**src/hw/mpu_pkg.sv**
```systemverilog
// Shared types and the default PMA table for the MPU
// Region bounds are word addresses, low bound inclusive and high bound exclusive

`default_nettype none

package mpu_pkg;

  ////////////////////////////////////////////////////////////
  // Widths
  ////////////////////////////////////////////////////////////

  typedef logic [31:0] addr_t;
  typedef logic [29:0] word_addr_t;
  typedef logic [31:0] data_t;

  // Bit 0 bufferable, bit 1 cacheable
  typedef logic [1:0] memtype_t;

  typedef logic [4:0] pma_attr_t;

  // Attribute bit positions
  localparam int unsigned ATTR_MAIN       = 0;
  localparam int unsigned ATTR_BUFFERABLE = 1;
  localparam int unsigned ATTR_CACHEABLE  = 2;
  localparam int unsigned ATTR_ATOMIC     = 3;
  localparam int unsigned ATTR_EXEC       = 4;

  typedef enum logic [1:0] {
    MPU_OK          = 2'd0,
    MPU_ERR_NOMATCH = 2'd1,
    MPU_ERR_PERM    = 2'd2
  } mpu_status_e;

  typedef enum logic [1:0] {
    MPU_IDLE     = 2'd0,
    MPU_DRAIN    = 2'd1,
    MPU_ERR_RESP = 2'd2
  } mpu_state_e;

  localparam int unsigned MAX_REGIONS = 16;

  ////////////////////////////////////////////////////////////
  // Default region table
  ////////////////////////////////////////////////////////////

  localparam int unsigned DEFAULT_NUM_REGIONS = 4;

  // Region 2 starts at byte 0x4000_0000, region 3 at byte 0x8000_0000
  localparam word_addr_t [DEFAULT_NUM_REGIONS-1:0] DEFAULT_REGION_LOW = {
    30'h2000_0000, 30'h1000_0000, 30'h0000_2000, 30'h0000_0000
  };

  localparam word_addr_t [DEFAULT_NUM_REGIONS-1:0] DEFAULT_REGION_HIGH = {
    30'h2000_1000, 30'h1000_1000, 30'h0000_8000, 30'h0000_4000
  };

  localparam pma_attr_t [DEFAULT_NUM_REGIONS-1:0] DEFAULT_REGION_ATTR = {
    pma_attr_t'(0),
    pma_attr_t'(1 << ATTR_BUFFERABLE),
    pma_attr_t'((1 << ATTR_MAIN) | (1 << ATTR_ATOMIC)),
    pma_attr_t'((1 << ATTR_MAIN) | (1 << ATTR_CACHEABLE) | (1 << ATTR_ATOMIC) |
                (1 << ATTR_EXEC))
  };

endpackage

`default_nettype wire

```
**src/hw/pma_region_decode.sv**
```systemverilog
// Combinational PMA lookup, lowest matching region index wins
// NUM_REGIONS must not exceed mpu_pkg::MAX_REGIONS

`timescale 1ns/1ns
`default_nettype none

module pma_region_decode #(
  parameter int unsigned NUM_REGIONS = mpu_pkg::DEFAULT_NUM_REGIONS,
  parameter mpu_pkg::word_addr_t [NUM_REGIONS-1:0] REGION_LOW =
    mpu_pkg::DEFAULT_REGION_LOW,
  parameter mpu_pkg::word_addr_t [NUM_REGIONS-1:0] REGION_HIGH =
    mpu_pkg::DEFAULT_REGION_HIGH,
  parameter mpu_pkg::pma_attr_t [NUM_REGIONS-1:0] REGION_ATTR =
    mpu_pkg::DEFAULT_REGION_ATTR
) (
  input  wire mpu_pkg::addr_t                     core_addr_i,
  input  wire logic                               core_exec_i,
  input  wire logic                               core_atomic_i,
  output logic                                    pma_err_o,
  output mpu_pkg::mpu_status_e                    pma_status_o,
  output mpu_pkg::memtype_t                       pma_memtype_o,
  output logic [$clog2(mpu_pkg::MAX_REGIONS)-1:0] region_hit_index_o,
  output logic                                    region_hit_o
);

  localparam int unsigned IDX_W = $clog2(mpu_pkg::MAX_REGIONS);

  mpu_pkg::word_addr_t word_addr;
  mpu_pkg::pma_attr_t  hit_attr;
  logic [IDX_W-1:0]    hit_idx;
  logic                hit;
  logic                perm_err;

  // Regions are word granular, byte offset is ignored
  assign word_addr = core_addr_i[31:2];

  ////////////////////////////////////////////////////////////
  // Region scan
  ////////////////////////////////////////////////////////////

  always_comb begin
    hit      = 1'b0;
    hit_idx  = '0;
    hit_attr = '0;
    for (int i = 0; i < NUM_REGIONS; i++) begin
      // First match only, later overlapping regions are shadowed
      if (!hit && (REGION_LOW[i] <= word_addr) && (word_addr < REGION_HIGH[i])) begin
        hit      = 1'b1;
        hit_idx  = IDX_W'(i);
        hit_attr = REGION_ATTR[i];
      end
    end
  end

  ////////////////////////////////////////////////////////////
  // Permission check
  ////////////////////////////////////////////////////////////

  assign perm_err = hit &&
                    ((core_exec_i && !hit_attr[mpu_pkg::ATTR_EXEC]) ||
                     (core_atomic_i && !hit_attr[mpu_pkg::ATTR_ATOMIC]));

  assign pma_err_o = !hit || perm_err;

  always_comb begin
    if (!hit) begin
      pma_status_o = mpu_pkg::MPU_ERR_NOMATCH;
    end else if (perm_err) begin
      pma_status_o = mpu_pkg::MPU_ERR_PERM;
    end else begin
      pma_status_o = mpu_pkg::MPU_OK;
    end
  end

  // Memory type is only meaningful for forwarded requests
  assign pma_memtype_o = pma_err_o ? '0 :
                         {hit_attr[mpu_pkg::ATTR_CACHEABLE],
                          hit_attr[mpu_pkg::ATTR_BUFFERABLE]};

  assign region_hit_index_o = hit_idx;
  assign region_hit_o       = hit;

endmodule

`default_nettype wire

```
**src/hw/mpu_trans_gate.sv**
```systemverilog
// Forwards allowed requests with no added latency, swallows denied ones
// A denied request blocks core and bus until its error response is sent

`timescale 1ns/1ns
`default_nettype none

module mpu_trans_gate #(
  parameter int unsigned MAX_OUTSTANDING = 4
) (
  input  wire logic                 clk,
  input  wire logic                 rst_n_i,
  // Core request
  input  wire logic                 core_req_valid_i,
  input  wire mpu_pkg::addr_t       core_addr_i,
  input  wire logic                 core_we_i,
  input  wire mpu_pkg::data_t       core_wdata_i,
  output logic                      core_req_ready_o,
  // From the region decoder
  input  wire logic                 pma_err_i,
  input  wire mpu_pkg::mpu_status_e pma_status_i,
  input  wire mpu_pkg::memtype_t    pma_memtype_i,
  // Bus request
  output logic                      bus_req_valid_o,
  output mpu_pkg::addr_t            bus_addr_o,
  output mpu_pkg::memtype_t         bus_memtype_o,
  output logic                      bus_we_o,
  output mpu_pkg::data_t            bus_wdata_o,
  input  wire logic                 bus_req_ready_i,
  input  wire logic                 bus_resp_valid_i,
  // Local error response
  output logic                      err_resp_valid_o,
  output mpu_pkg::mpu_status_e      err_status_o,
  output mpu_pkg::mpu_state_e       state_o
);

  localparam int unsigned CNT_W = $clog2(MAX_OUTSTANDING + 1);

  mpu_pkg::mpu_state_e  state_q;
  mpu_pkg::mpu_state_e  state_d;
  mpu_pkg::mpu_status_e err_status_q;
  logic [CNT_W-1:0]     cnt_q;
  logic                 in_idle;
  logic                 cnt_full;
  logic                 err_accept;
  logic                 bus_hs;

  assign in_idle  = (state_q == mpu_pkg::MPU_IDLE);
  assign cnt_full = (cnt_q == CNT_W'(MAX_OUTSTANDING));

  ////////////////////////////////////////////////////////////
  // Request gating
  ////////////////////////////////////////////////////////////

  assign bus_req_valid_o = in_idle && core_req_valid_i && !pma_err_i && !cnt_full;

  // Denied requests are taken at once, allowed ones wait for the bus
  assign core_req_ready_o = in_idle && (pma_err_i || (bus_req_ready_i && !cnt_full));

  assign bus_addr_o    = core_addr_i;
  assign bus_memtype_o = pma_memtype_i;
  assign bus_we_o      = core_we_i;
  assign bus_wdata_o   = core_wdata_i;

  assign bus_hs     = bus_req_valid_o && bus_req_ready_i;
  assign err_accept = in_idle && core_req_valid_i && pma_err_i;

  ////////////////////////////////////////////////////////////
  // Outstanding counter
  ////////////////////////////////////////////////////////////

  always_ff @(posedge clk) begin
    if (!rst_n_i) begin
      cnt_q <= '0;
    end else if (bus_hs && !bus_resp_valid_i) begin
      cnt_q <= cnt_q + 1'b1;
    end else if (!bus_hs && bus_resp_valid_i) begin
      cnt_q <= cnt_q - 1'b1;
    end
  end

  ////////////////////////////////////////////////////////////
  // Error FSM
  ////////////////////////////////////////////////////////////

  always_comb begin
    state_d = state_q;
    case (state_q)
      mpu_pkg::MPU_IDLE: begin
        if (err_accept) begin
          state_d = (cnt_q != '0) ? mpu_pkg::MPU_DRAIN : mpu_pkg::MPU_ERR_RESP;
        end
      end
      mpu_pkg::MPU_DRAIN: begin
        // Wait for all earlier bus responses
        if (cnt_q == '0) begin
          state_d = mpu_pkg::MPU_ERR_RESP;
        end
      end
      mpu_pkg::MPU_ERR_RESP: begin
        state_d = mpu_pkg::MPU_IDLE;
      end
      default: begin
        state_d = mpu_pkg::MPU_IDLE;
      end
    endcase
  end

  always_ff @(posedge clk) begin
    if (!rst_n_i) begin
      state_q <= mpu_pkg::MPU_IDLE;
    end else begin
      state_q <= state_d;
    end
  end

  // Status of the denied request, held until its response
  always_ff @(posedge clk) begin
    if (err_accept) begin
      err_status_q <= pma_status_i;
    end
  end

  assign err_resp_valid_o = (state_q == mpu_pkg::MPU_ERR_RESP);
  assign err_status_o     = err_status_q;
  assign state_o          = state_q;

endmodule

`default_nettype wire

```
**src/hw/mpu_resp_merge.sv**
```systemverilog
// Combines bus and local error responses into the core response
// Relies on the gate FSM to keep the two sources apart in time

`timescale 1ns/1ns
`default_nettype none

module mpu_resp_merge (
  // Bus response
  input  wire logic                 bus_resp_valid_i,
  input  wire mpu_pkg::data_t       bus_resp_rdata_i,
  // Local error response
  input  wire logic                 err_resp_valid_i,
  input  wire mpu_pkg::mpu_status_e err_status_i,
  // Core response
  output logic                      core_resp_valid_o,
  output mpu_pkg::data_t            core_resp_rdata_o,
  output mpu_pkg::mpu_status_e      core_resp_status_o
);

  ////////////////////////////////////////////////////////////
  // Source select
  ////////////////////////////////////////////////////////////

  assign core_resp_valid_o = bus_resp_valid_i || err_resp_valid_i;

  always_comb begin
    if (err_resp_valid_i) begin
      // Denied access never returns data
      core_resp_rdata_o  = '0;
      core_resp_status_o = err_status_i;
    end else if (bus_resp_valid_i) begin
      core_resp_rdata_o  = bus_resp_rdata_i;
      core_resp_status_o = mpu_pkg::MPU_OK;
    end else begin
      core_resp_rdata_o  = '0;
      core_resp_status_o = mpu_pkg::MPU_OK;
    end
  end

endmodule

`default_nettype wire

```
**src/hw/mpu_top.sv**
```systemverilog
// MPU between core load/store port and system bus, fixed PMA table
// No back-pressure on either response side

`timescale 1ns/1ns
`default_nettype none

module mpu_top #(
  parameter int unsigned NUM_REGIONS = mpu_pkg::DEFAULT_NUM_REGIONS,
  parameter mpu_pkg::word_addr_t [NUM_REGIONS-1:0] REGION_LOW =
    mpu_pkg::DEFAULT_REGION_LOW,
  parameter mpu_pkg::word_addr_t [NUM_REGIONS-1:0] REGION_HIGH =
    mpu_pkg::DEFAULT_REGION_HIGH,
  parameter mpu_pkg::pma_attr_t [NUM_REGIONS-1:0] REGION_ATTR =
    mpu_pkg::DEFAULT_REGION_ATTR,
  parameter int unsigned MAX_OUTSTANDING = 4
) (
  input  wire logic            clk,
  input  wire logic            rst_n_i,
  // Core request
  input  wire logic            core_req_valid_i,
  input  wire mpu_pkg::addr_t  core_addr_i,
  input  wire logic            core_exec_i,
  input  wire logic            core_atomic_i,
  input  wire logic            core_we_i,
  input  wire mpu_pkg::data_t  core_wdata_i,
  output logic                 core_req_ready_o,
  // Core response
  output logic                 core_resp_valid_o,
  output mpu_pkg::data_t       core_resp_rdata_o,
  output mpu_pkg::mpu_status_e core_resp_status_o,
  // Bus request
  output logic                 bus_req_valid_o,
  output mpu_pkg::addr_t       bus_addr_o,
  output mpu_pkg::memtype_t    bus_memtype_o,
  output logic                 bus_we_o,
  output mpu_pkg::data_t       bus_wdata_o,
  input  wire logic            bus_req_ready_i,
  // Bus response
  input  wire logic            bus_resp_valid_i,
  input  wire mpu_pkg::data_t  bus_resp_rdata_i,
  // Observation
  output mpu_pkg::mpu_state_e  state_o
);

  logic                                    pma_err;
  mpu_pkg::mpu_status_e                    pma_status;
  mpu_pkg::memtype_t                       pma_memtype;
  logic                                    err_resp_valid;
  mpu_pkg::mpu_status_e                    err_status;

  pma_region_decode #(
    .NUM_REGIONS (NUM_REGIONS),
    .REGION_LOW  (REGION_LOW),
    .REGION_HIGH (REGION_HIGH),
    .REGION_ATTR (REGION_ATTR)
  ) u_decode (
    .core_addr_i        (core_addr_i),
    .core_exec_i        (core_exec_i),
    .core_atomic_i      (core_atomic_i),
    .pma_err_o          (pma_err),
    .pma_status_o       (pma_status),
    .pma_memtype_o      (pma_memtype),
    .region_hit_index_o (),
    .region_hit_o       ()
  );

  mpu_trans_gate #(
    .MAX_OUTSTANDING (MAX_OUTSTANDING)
  ) u_gate (
    .clk              (clk),
    .rst_n_i          (rst_n_i),
    .core_req_valid_i (core_req_valid_i),
    .core_addr_i      (core_addr_i),
    .core_we_i        (core_we_i),
    .core_wdata_i     (core_wdata_i),
    .core_req_ready_o (core_req_ready_o),
    .pma_err_i        (pma_err),
    .pma_status_i     (pma_status),
    .pma_memtype_i    (pma_memtype),
    .bus_req_valid_o  (bus_req_valid_o),
    .bus_addr_o       (bus_addr_o),
    .bus_memtype_o    (bus_memtype_o),
    .bus_we_o         (bus_we_o),
    .bus_wdata_o      (bus_wdata_o),
    .bus_req_ready_i  (bus_req_ready_i),
    .bus_resp_valid_i (bus_resp_valid_i),
    .err_resp_valid_o (err_resp_valid),
    .err_status_o     (err_status),
    .state_o          (state_o)
  );

  mpu_resp_merge u_merge (
    .bus_resp_valid_i   (bus_resp_valid_i),
    .bus_resp_rdata_i   (bus_resp_rdata_i),
    .err_resp_valid_i   (err_resp_valid),
    .err_status_i       (err_status),
    .core_resp_valid_o  (core_resp_valid_o),
    .core_resp_rdata_o  (core_resp_rdata_o),
    .core_resp_status_o (core_resp_status_o)
  );

endmodule

`default_nettype wire

```
**config.mk**
```make
export PLATFORM = sky130hd
export DESIGN_NAME = mpu_top
export DESIGN_NICKNAME = d
export VERILOG_FILES = /design/src/hw/mpu_pkg.sv /design/src/hw/pma_region_decode.sv /design/src/hw/mpu_trans_gate.sv /design/src/hw/mpu_resp_merge.sv /design/src/hw/mpu_top.sv
export SDC_FILE = /design/constraint.sdc
export NUM_CORES = 1
export LEC_CHECK = 0
export ABC_AREA = 1
export BUFFER_PORTS_ARGS = -buffer_cell sky130_fd_sc_hd__buf_2
export CORE_AREA = 2 2 82 84
export DETAILED_ROUTE_END_ITERATION = 16
export DIE_AREA = 0 0 84 86
export GPL_TIMING_DRIVEN = 0
export REMOVE_ABC_BUFFERS = 1
export SYNTH_ARGS = -nofsm -noshare
export SYNTH_HDL_FRONTEND = slang
export SYNTH_SLANG_ARGS = --single-unit
```
**constraint.sdc**
```tcl
create_clock -name clk -period 2.6 [get_ports clk]
set_input_delay 0.13 -clock clk [delete_from_list [all_inputs] [get_ports clk]]
set_output_delay 0.13 -clock clk [all_outputs]
set_load 0.02 [all_outputs]
```
### After elaboration in Yosys (flattened, before gate mapping)

Index checks and enable logic that the tools add are counted.

| word-level totals | value |
|---|---|
| output and inout port bits | 106 |
| word-level logic and storage cells | 75 |
| bits in registers | 7 |

| cells by class | value |
|---|---|
| equal/unequal tests | 5 |
| add/subtract/negate cells | 2 |
| reductions and logical operators | 38 |
| $lt $le $gt $ge | 8 |
| muxes and demuxes | 19 |

Operator list:

| kind | number |
|---|---|
| $mux 32 | 2 |
| $le 1x30->1 const A | 1 |
| $le 14x30->1 const A | 1 |
| $le 29x30->1 const A | 1 |
| $le 30x30->1 const A | 1 |
| $lt 30x15->1 const B | 1 |
| $lt 30x16->1 const B | 1 |
| $lt 30x29->1 const B | 1 |
| $lt 30x30->1 const B | 1 |
| $mux 5 | 4 |
| $logic_and 1x1->1 | 19 |
| $mux 2 | 6 |
| $logic_not 1->1 | 10 |
| $mux 3 | 2 |
| $logic_or 1x1->1 | 4 |
| $mux 1 | 4 |
| $pmux 2 s2 | 1 |
| $add 3x1->3 const B | 1 |
| $eq 3x3->1 const B | 1 |
| $logic_not 3->1 | 1 |
| $reduce_bool 3->1 | 1 |
| $sub 3x1->3 const B | 1 |
| $eq 2x1->1 const B | 1 |
| $eq 2x2->1 const B | 1 |
| other kinds (5) | 5 |

### Depth between registers and ports, before layout

| depth | value |
|---|---|
| word-level depth | 28 |
| mapped depth | 18 |

### Modules after synthesis

Synthesis repeated with hierarchy kept, for this count alone.

| unflattened totals | value |
|---|---|
| cells, all modules | 238 |
| area total of the unflattened synthesis | 1512.7 um2 |

Modules (own cells, without submodules):

| module | times used | seq. area each (um2) | cells an instance | area each (um2) |
|---|---|---|---|---|
| mpu_trans_gate | 1 | 160.2 | 117 | 872.1 |
| mpu_resp_merge | 1 | 0.0 | 77 | 419.2 |
| pma_region_decode | 1 | 0.0 | 44 | 221.5 |

### Worst setup path before layout

OpenSTA, ideal clock, no wires.

| timing path | value |
|---|---|
| path kind | input to register |
| from | input core_addr_i[27] |
| to | register u_gate.cnt_q[2] |
| arrival | 1864 ps |
| required time | 2478 ps |
| slack | 614 ps |
| stages on the path | 18 |
| path buffers | 0 |
| cell sequence | nor2_2 nand2_1 nor2_2 nand2_1 nand2_1 nand2_2 inv_2 nand2_2 inv_2 nand2_2 nor2_1 ha_1 inv_1 fa_1 a21oi_1 o21ai_0 o21ai_0 a21oi_1 |

| on the way | value |
|---|---|
| word-level cells in the longest chain between the ends | 27 |
| elaborated cells on any way between the ends | 43 |
| classes of those cells | 8 x order compare; 9 x mux; 26 x reduce/logical |

RTL lines:

| item | RTL line | text |
|---|---|---|
| start, declared | mpu_top.sv:21 | `input wire mpu_pkg::addr_t core_addr_i,` |
| $le 1x30->1 / $lt 30x15->1 (equally long branches) | pma_region_decode.sv:47 | `if (!hit && (REGION_LOW[i] <= word_addr) && (word_addr < REGION_HIGH[i])) begin` |
| $logic_and 1x1->1 | pma_region_decode.sv:47 |  |
| $mux 1 | pma_region_decode.sv:47 |  |
| $logic_not 1->1 | pma_region_decode.sv:47 |  |
| $logic_and 1x1->1 (2 in series) | pma_region_decode.sv:47 |  |
| $mux 1 | pma_region_decode.sv:47 |  |
| $logic_not 1->1 | pma_region_decode.sv:47 |  |
| $logic_and 1x1->1 (2 in series) | pma_region_decode.sv:47 |  |
| (+8 left out) | - |  |
| $logic_and 1x1->1 | pma_region_decode.sv:59 | `assign perm_err = hit &&` |
| $logic_or 1x1->1 (*) | pma_region_decode.sv:63 | `assign pma_err_o = !hit \|\| perm_err;` |
| $logic_not 1->1 (*) | mpu_trans_gate.sv:54 | `assign bus_req_valid_o = in_idle && core_req_valid_i && !pma_err_i && !cnt_full;` |
| $logic_and 1x1->1 (*) (2 in series) | mpu_trans_gate.sv:54 |  |
| $logic_and 1x1->1 (*) | mpu_trans_gate.sv:64 | `assign bus_hs = bus_req_valid_o && bus_req_ready_i;` |
| $logic_not 1->1 | mpu_trans_gate.sv:76 | `end else if (!bus_hs && bus_resp_valid_i) begin` |
| $logic_and 1x1->1 | mpu_trans_gate.sv:76 |  |
| $reduce_bool 2->1 (no source line) | - |  |
| end signal, assigned | mpu_trans_gate.sv:75 | `cnt_q <= cnt_q + 1'b1;` |
| end signal, assigned | mpu_trans_gate.sv:77 | `cnt_q <= cnt_q - 1'b1;` |
| end, declared | mpu_trans_gate.sv:41 | `logic [CNT_W-1:0] cnt_q;` |

Every way passes the cells marked *; elsewhere a longest branch is shown, timed or not.
A chain may end at the register's enable or synchronous reset.

### Final worst setup path

| timing path | value |
|---|---|
| from | input core_addr_i[29] |
| to | register u_gate.cnt_q[2] |

The elaborated chain is that of the path after synthesis.

==> results.txt <==
status: finished, final reports clean
die area: 0.00722 sq mm
synth top area cells: buf_4 35%, nor2_1 16%, inv_1 14%
combinational share of power: 0.516
Sw Share: 0.415
layout cell share with drive strength beyond 1: 0.484
total track usage: 0.164
critical path capture point type: flip-flop
crit path time final: 2.10 ns
area growth from synthesis to layout: 24.3%
area post-placement: 0.00168 sq mm
relative slew slack: 0.386
CP required: 2.71 ns
RSZ-0062 raised after global routing: no
TritonCTS clock tree: done
Synth Instances: 245
post-synthesis cell type count: 23
Detail Placement HPWL: 5980 um
Crit path arrival time: 2.21 ns
setup violators final: 0
Power Density: 335 mW/mm^2
routed wire length: 6300 um
Syn Area/Cell: 5.67 sq um
Detail Route Antenna Nets: 0
clock share of power: 0.261
slowest stage cell on the critical path: fa_1
setup TNS: 0 ns
Synth Warn #: 0
DR DRC count: 0
number of post-CTS setup repair buffers: 0
1st-iter DRT viols: 17
via count: 1561
cells along the critical path: buf_2 > nor2_2 > nand3_2 > nor2_2 > nand2_1 > nand2_1 > nand2_2 > inv_2 > nand2_2 > inv_2 > nand2_2 > nor2_1 > ha_1 > inv_1 > fa_1 > a21oi_1 > o21ai_0 > o21ai_0 > a21oi_1
Least-Margin Pin Slew: 0.919 ns
crit path max fanout: 3
most frequent cells in the layout: 139 x buf_2, 58 x nor2_1, 53 x inv_1, 23 x nand2_1, 6 x nor2_2
worst skew pair latency: 0.22 ns
initial antenna violation count: 0
max-cap violations: 0
share of the synthesized area in the top cell type: 0.351
Worst Setup Path Type: input port to flip-flop
Cell Int Power: 339 uW
hold buffer count at cts: 0
Die Height: 86 um
Reg clk slew, reported paths: 0.04 ns
cts repair resizes: 0
final setup skew: 0.00256 ns
core outline area: 0.00628 sq mm
Final Hold Fails: 0
FP Rows: 29
Hold/Removal Path Class: input port to flip-flop
post-route clock period utilization: 0.809
clock sink count: 7
Non-Filler Cell Area, Final: 0.00173 sq mm
sequential-to-total area share from yosys stat: 0.115
H-tree Lvls: 1
I/O pin cnt: 210
initial core utilization: 0.221
nets@finish: 427
routed length per instance: 15.9 um
Placer Congestion: 0.777
Slew Viols, Final: 0
sequential power share: 0.223
gr ovfl total: 0
Vias/cell: 3.93
Switch Pwr: 240 uW
CTS Buf Count: 3
Clock Tree Root: clkbuf_8
commonest non-fill, non-tap cell in the layout: buf_2
crit-path max cell delay: 0.37 ns
Pre-Repair DR Iteration Count: 3
vias in the first global route: 1333
Antenna diodes: 0
LEAKAGE: 1.17 nW
cell area after synthesis: 0.00139 sq mm
CTS Buffer Depth: 2
die extent in x: 84 um
Critical Path Start Type: input port
Core Util, Final: 0.275
Yosys reg bits: 7
Port Buffers: 139
Synth area leader: buf_4
largest net degree at the start of global routing: 33
f_max: 0.476 GHz
first-pass GRT wire length: 8270 um
register-to-register setup slack: 0.55 ns
CP dominant cell by count: nand2_2
# fillers: 721
Max IR drop VDD: 0.0973 mV
==> power groups by stage <==
| stage | Clock (mW) | Sequential (mW) | Combinational (mW) |
|---|---|---|---|
| finish | 0.151 | 0.129 | 0.299 |
| global route | 0.160 | 0.131 | 0.328 |
| CTS | 0.155 | 0.129 | 0.302 |
| detailed placement | 0 | 0.131 | 0.301 |
| global placement | 0 | 0.131 | 0.298 |
| floorplan | 0 | 0.133 | 0.131 |
==> area by class of cell <==
| class | instances | area (sq um) | area share |
|---|---|---|---|
| multi-input combinational | 115 | 523 | 0.303 |
| inverter | 55 | 206 | 0.120 |
| timing repair buffer | 139 | 696 | 0.403 |
| clock buffer | 4 | 45.0 | 0.0261 |
| tap | 77 | 96.3 | 0.0558 |
| sequential | 7 | 160 | 0.0928 |
==> state kept, by name, indices dropped and copies added (netlist names) <==
name / cells
u_gate.err_status_o: 2
u_gate.cnt_q: 3
u_gate.state_o: 2
==> layer usage <==
| layer | part of all wire | global-route usage | vias up |
|---|---|---|---|
| li1 | - | - | 795 |
| met1 | 0.20 | 0.0841 | 627 |
| met2 | 0.62 | 0.380 | 137 |
| met3 | 0.17 | 0.115 | 2 |
| met4 | 0.0046 | 0.0396 | 0 |
| met5 | 0 | 0 | - |
==> logic make-up (layout without fill, tap and decap cells) <==
| logic type | count (synthesis) | in the layout | share of synthesized area |
|---|---|---|---|
| adder cells (fa/ha/maj) | 2 | 2 | 0.0234 |
| AO/OA/AOI/OAI | 12 | 12 | 0.0468 |
| flip-flops | 7 | 7 | 0.115 |
| buffers and inverters | 123 | 198 | 0.508 |
| AND/OR/NAND/NOR | 101 | 101 | 0.306 |
==> final timing paths <==
| check | to | from | cells past startpoint |
|---|---|---|---|
| max | u_gate.cnt_q[2] | core_addr_i[29] | 19 |
| min | u_gate.state_o[0] | rst_n_i | 3 |
| max reg2reg | u_gate.cnt_q[2] | u_gate.state_o[1] | 12 |
| min reg2reg | u_gate.cnt_q[2] | u_gate.cnt_q[2] | 2 |
==> critical path: cells and delay by family <==
family	cells	cell delay (ns)
fa+ha+maj	2	0.52
buf+inv	4	0.28
compound gates	4	0.49
simple gates	9	0.78
==> cells in the mapped netlist <==
cell type	n
inv_2	2
buf_4	65
a21boi_0	1
ha_1	1
or2_2	1
nor2_1	58
nor3_1	2
nand2_2	3
nand3_1	5
o21ai_0	4
inv_1	53
nand4_1	1
nand2_1	23
edfxtp_1	2
fa_1	1
o21ai_1	1
nor2_2	6
dfxtp_1	5
o21bai_1	1
a21oi_1	5
nand3_2	1
nand3b_1	1
clkbuf_1	3
==> metrics by stage <==
step | instances | hold WS (ns) | power [mW] | worst slack [ns]
CTS | 397 | 0.176 | 0.586 | 0.460
global placement | 393 | 0.260 | 0.429 | 0.311
finish | 397 | 0.181 | 0.579 | 0.498
global route | 397 | 0.197 | 0.619 | 0.171
detailed placement | 393 | 0.260 | 0.432 | 0.231
floorplan | 177 | 0.253 | 0.264 | 0.614
No activity file was read; power rests on OpenSTA's default activity.
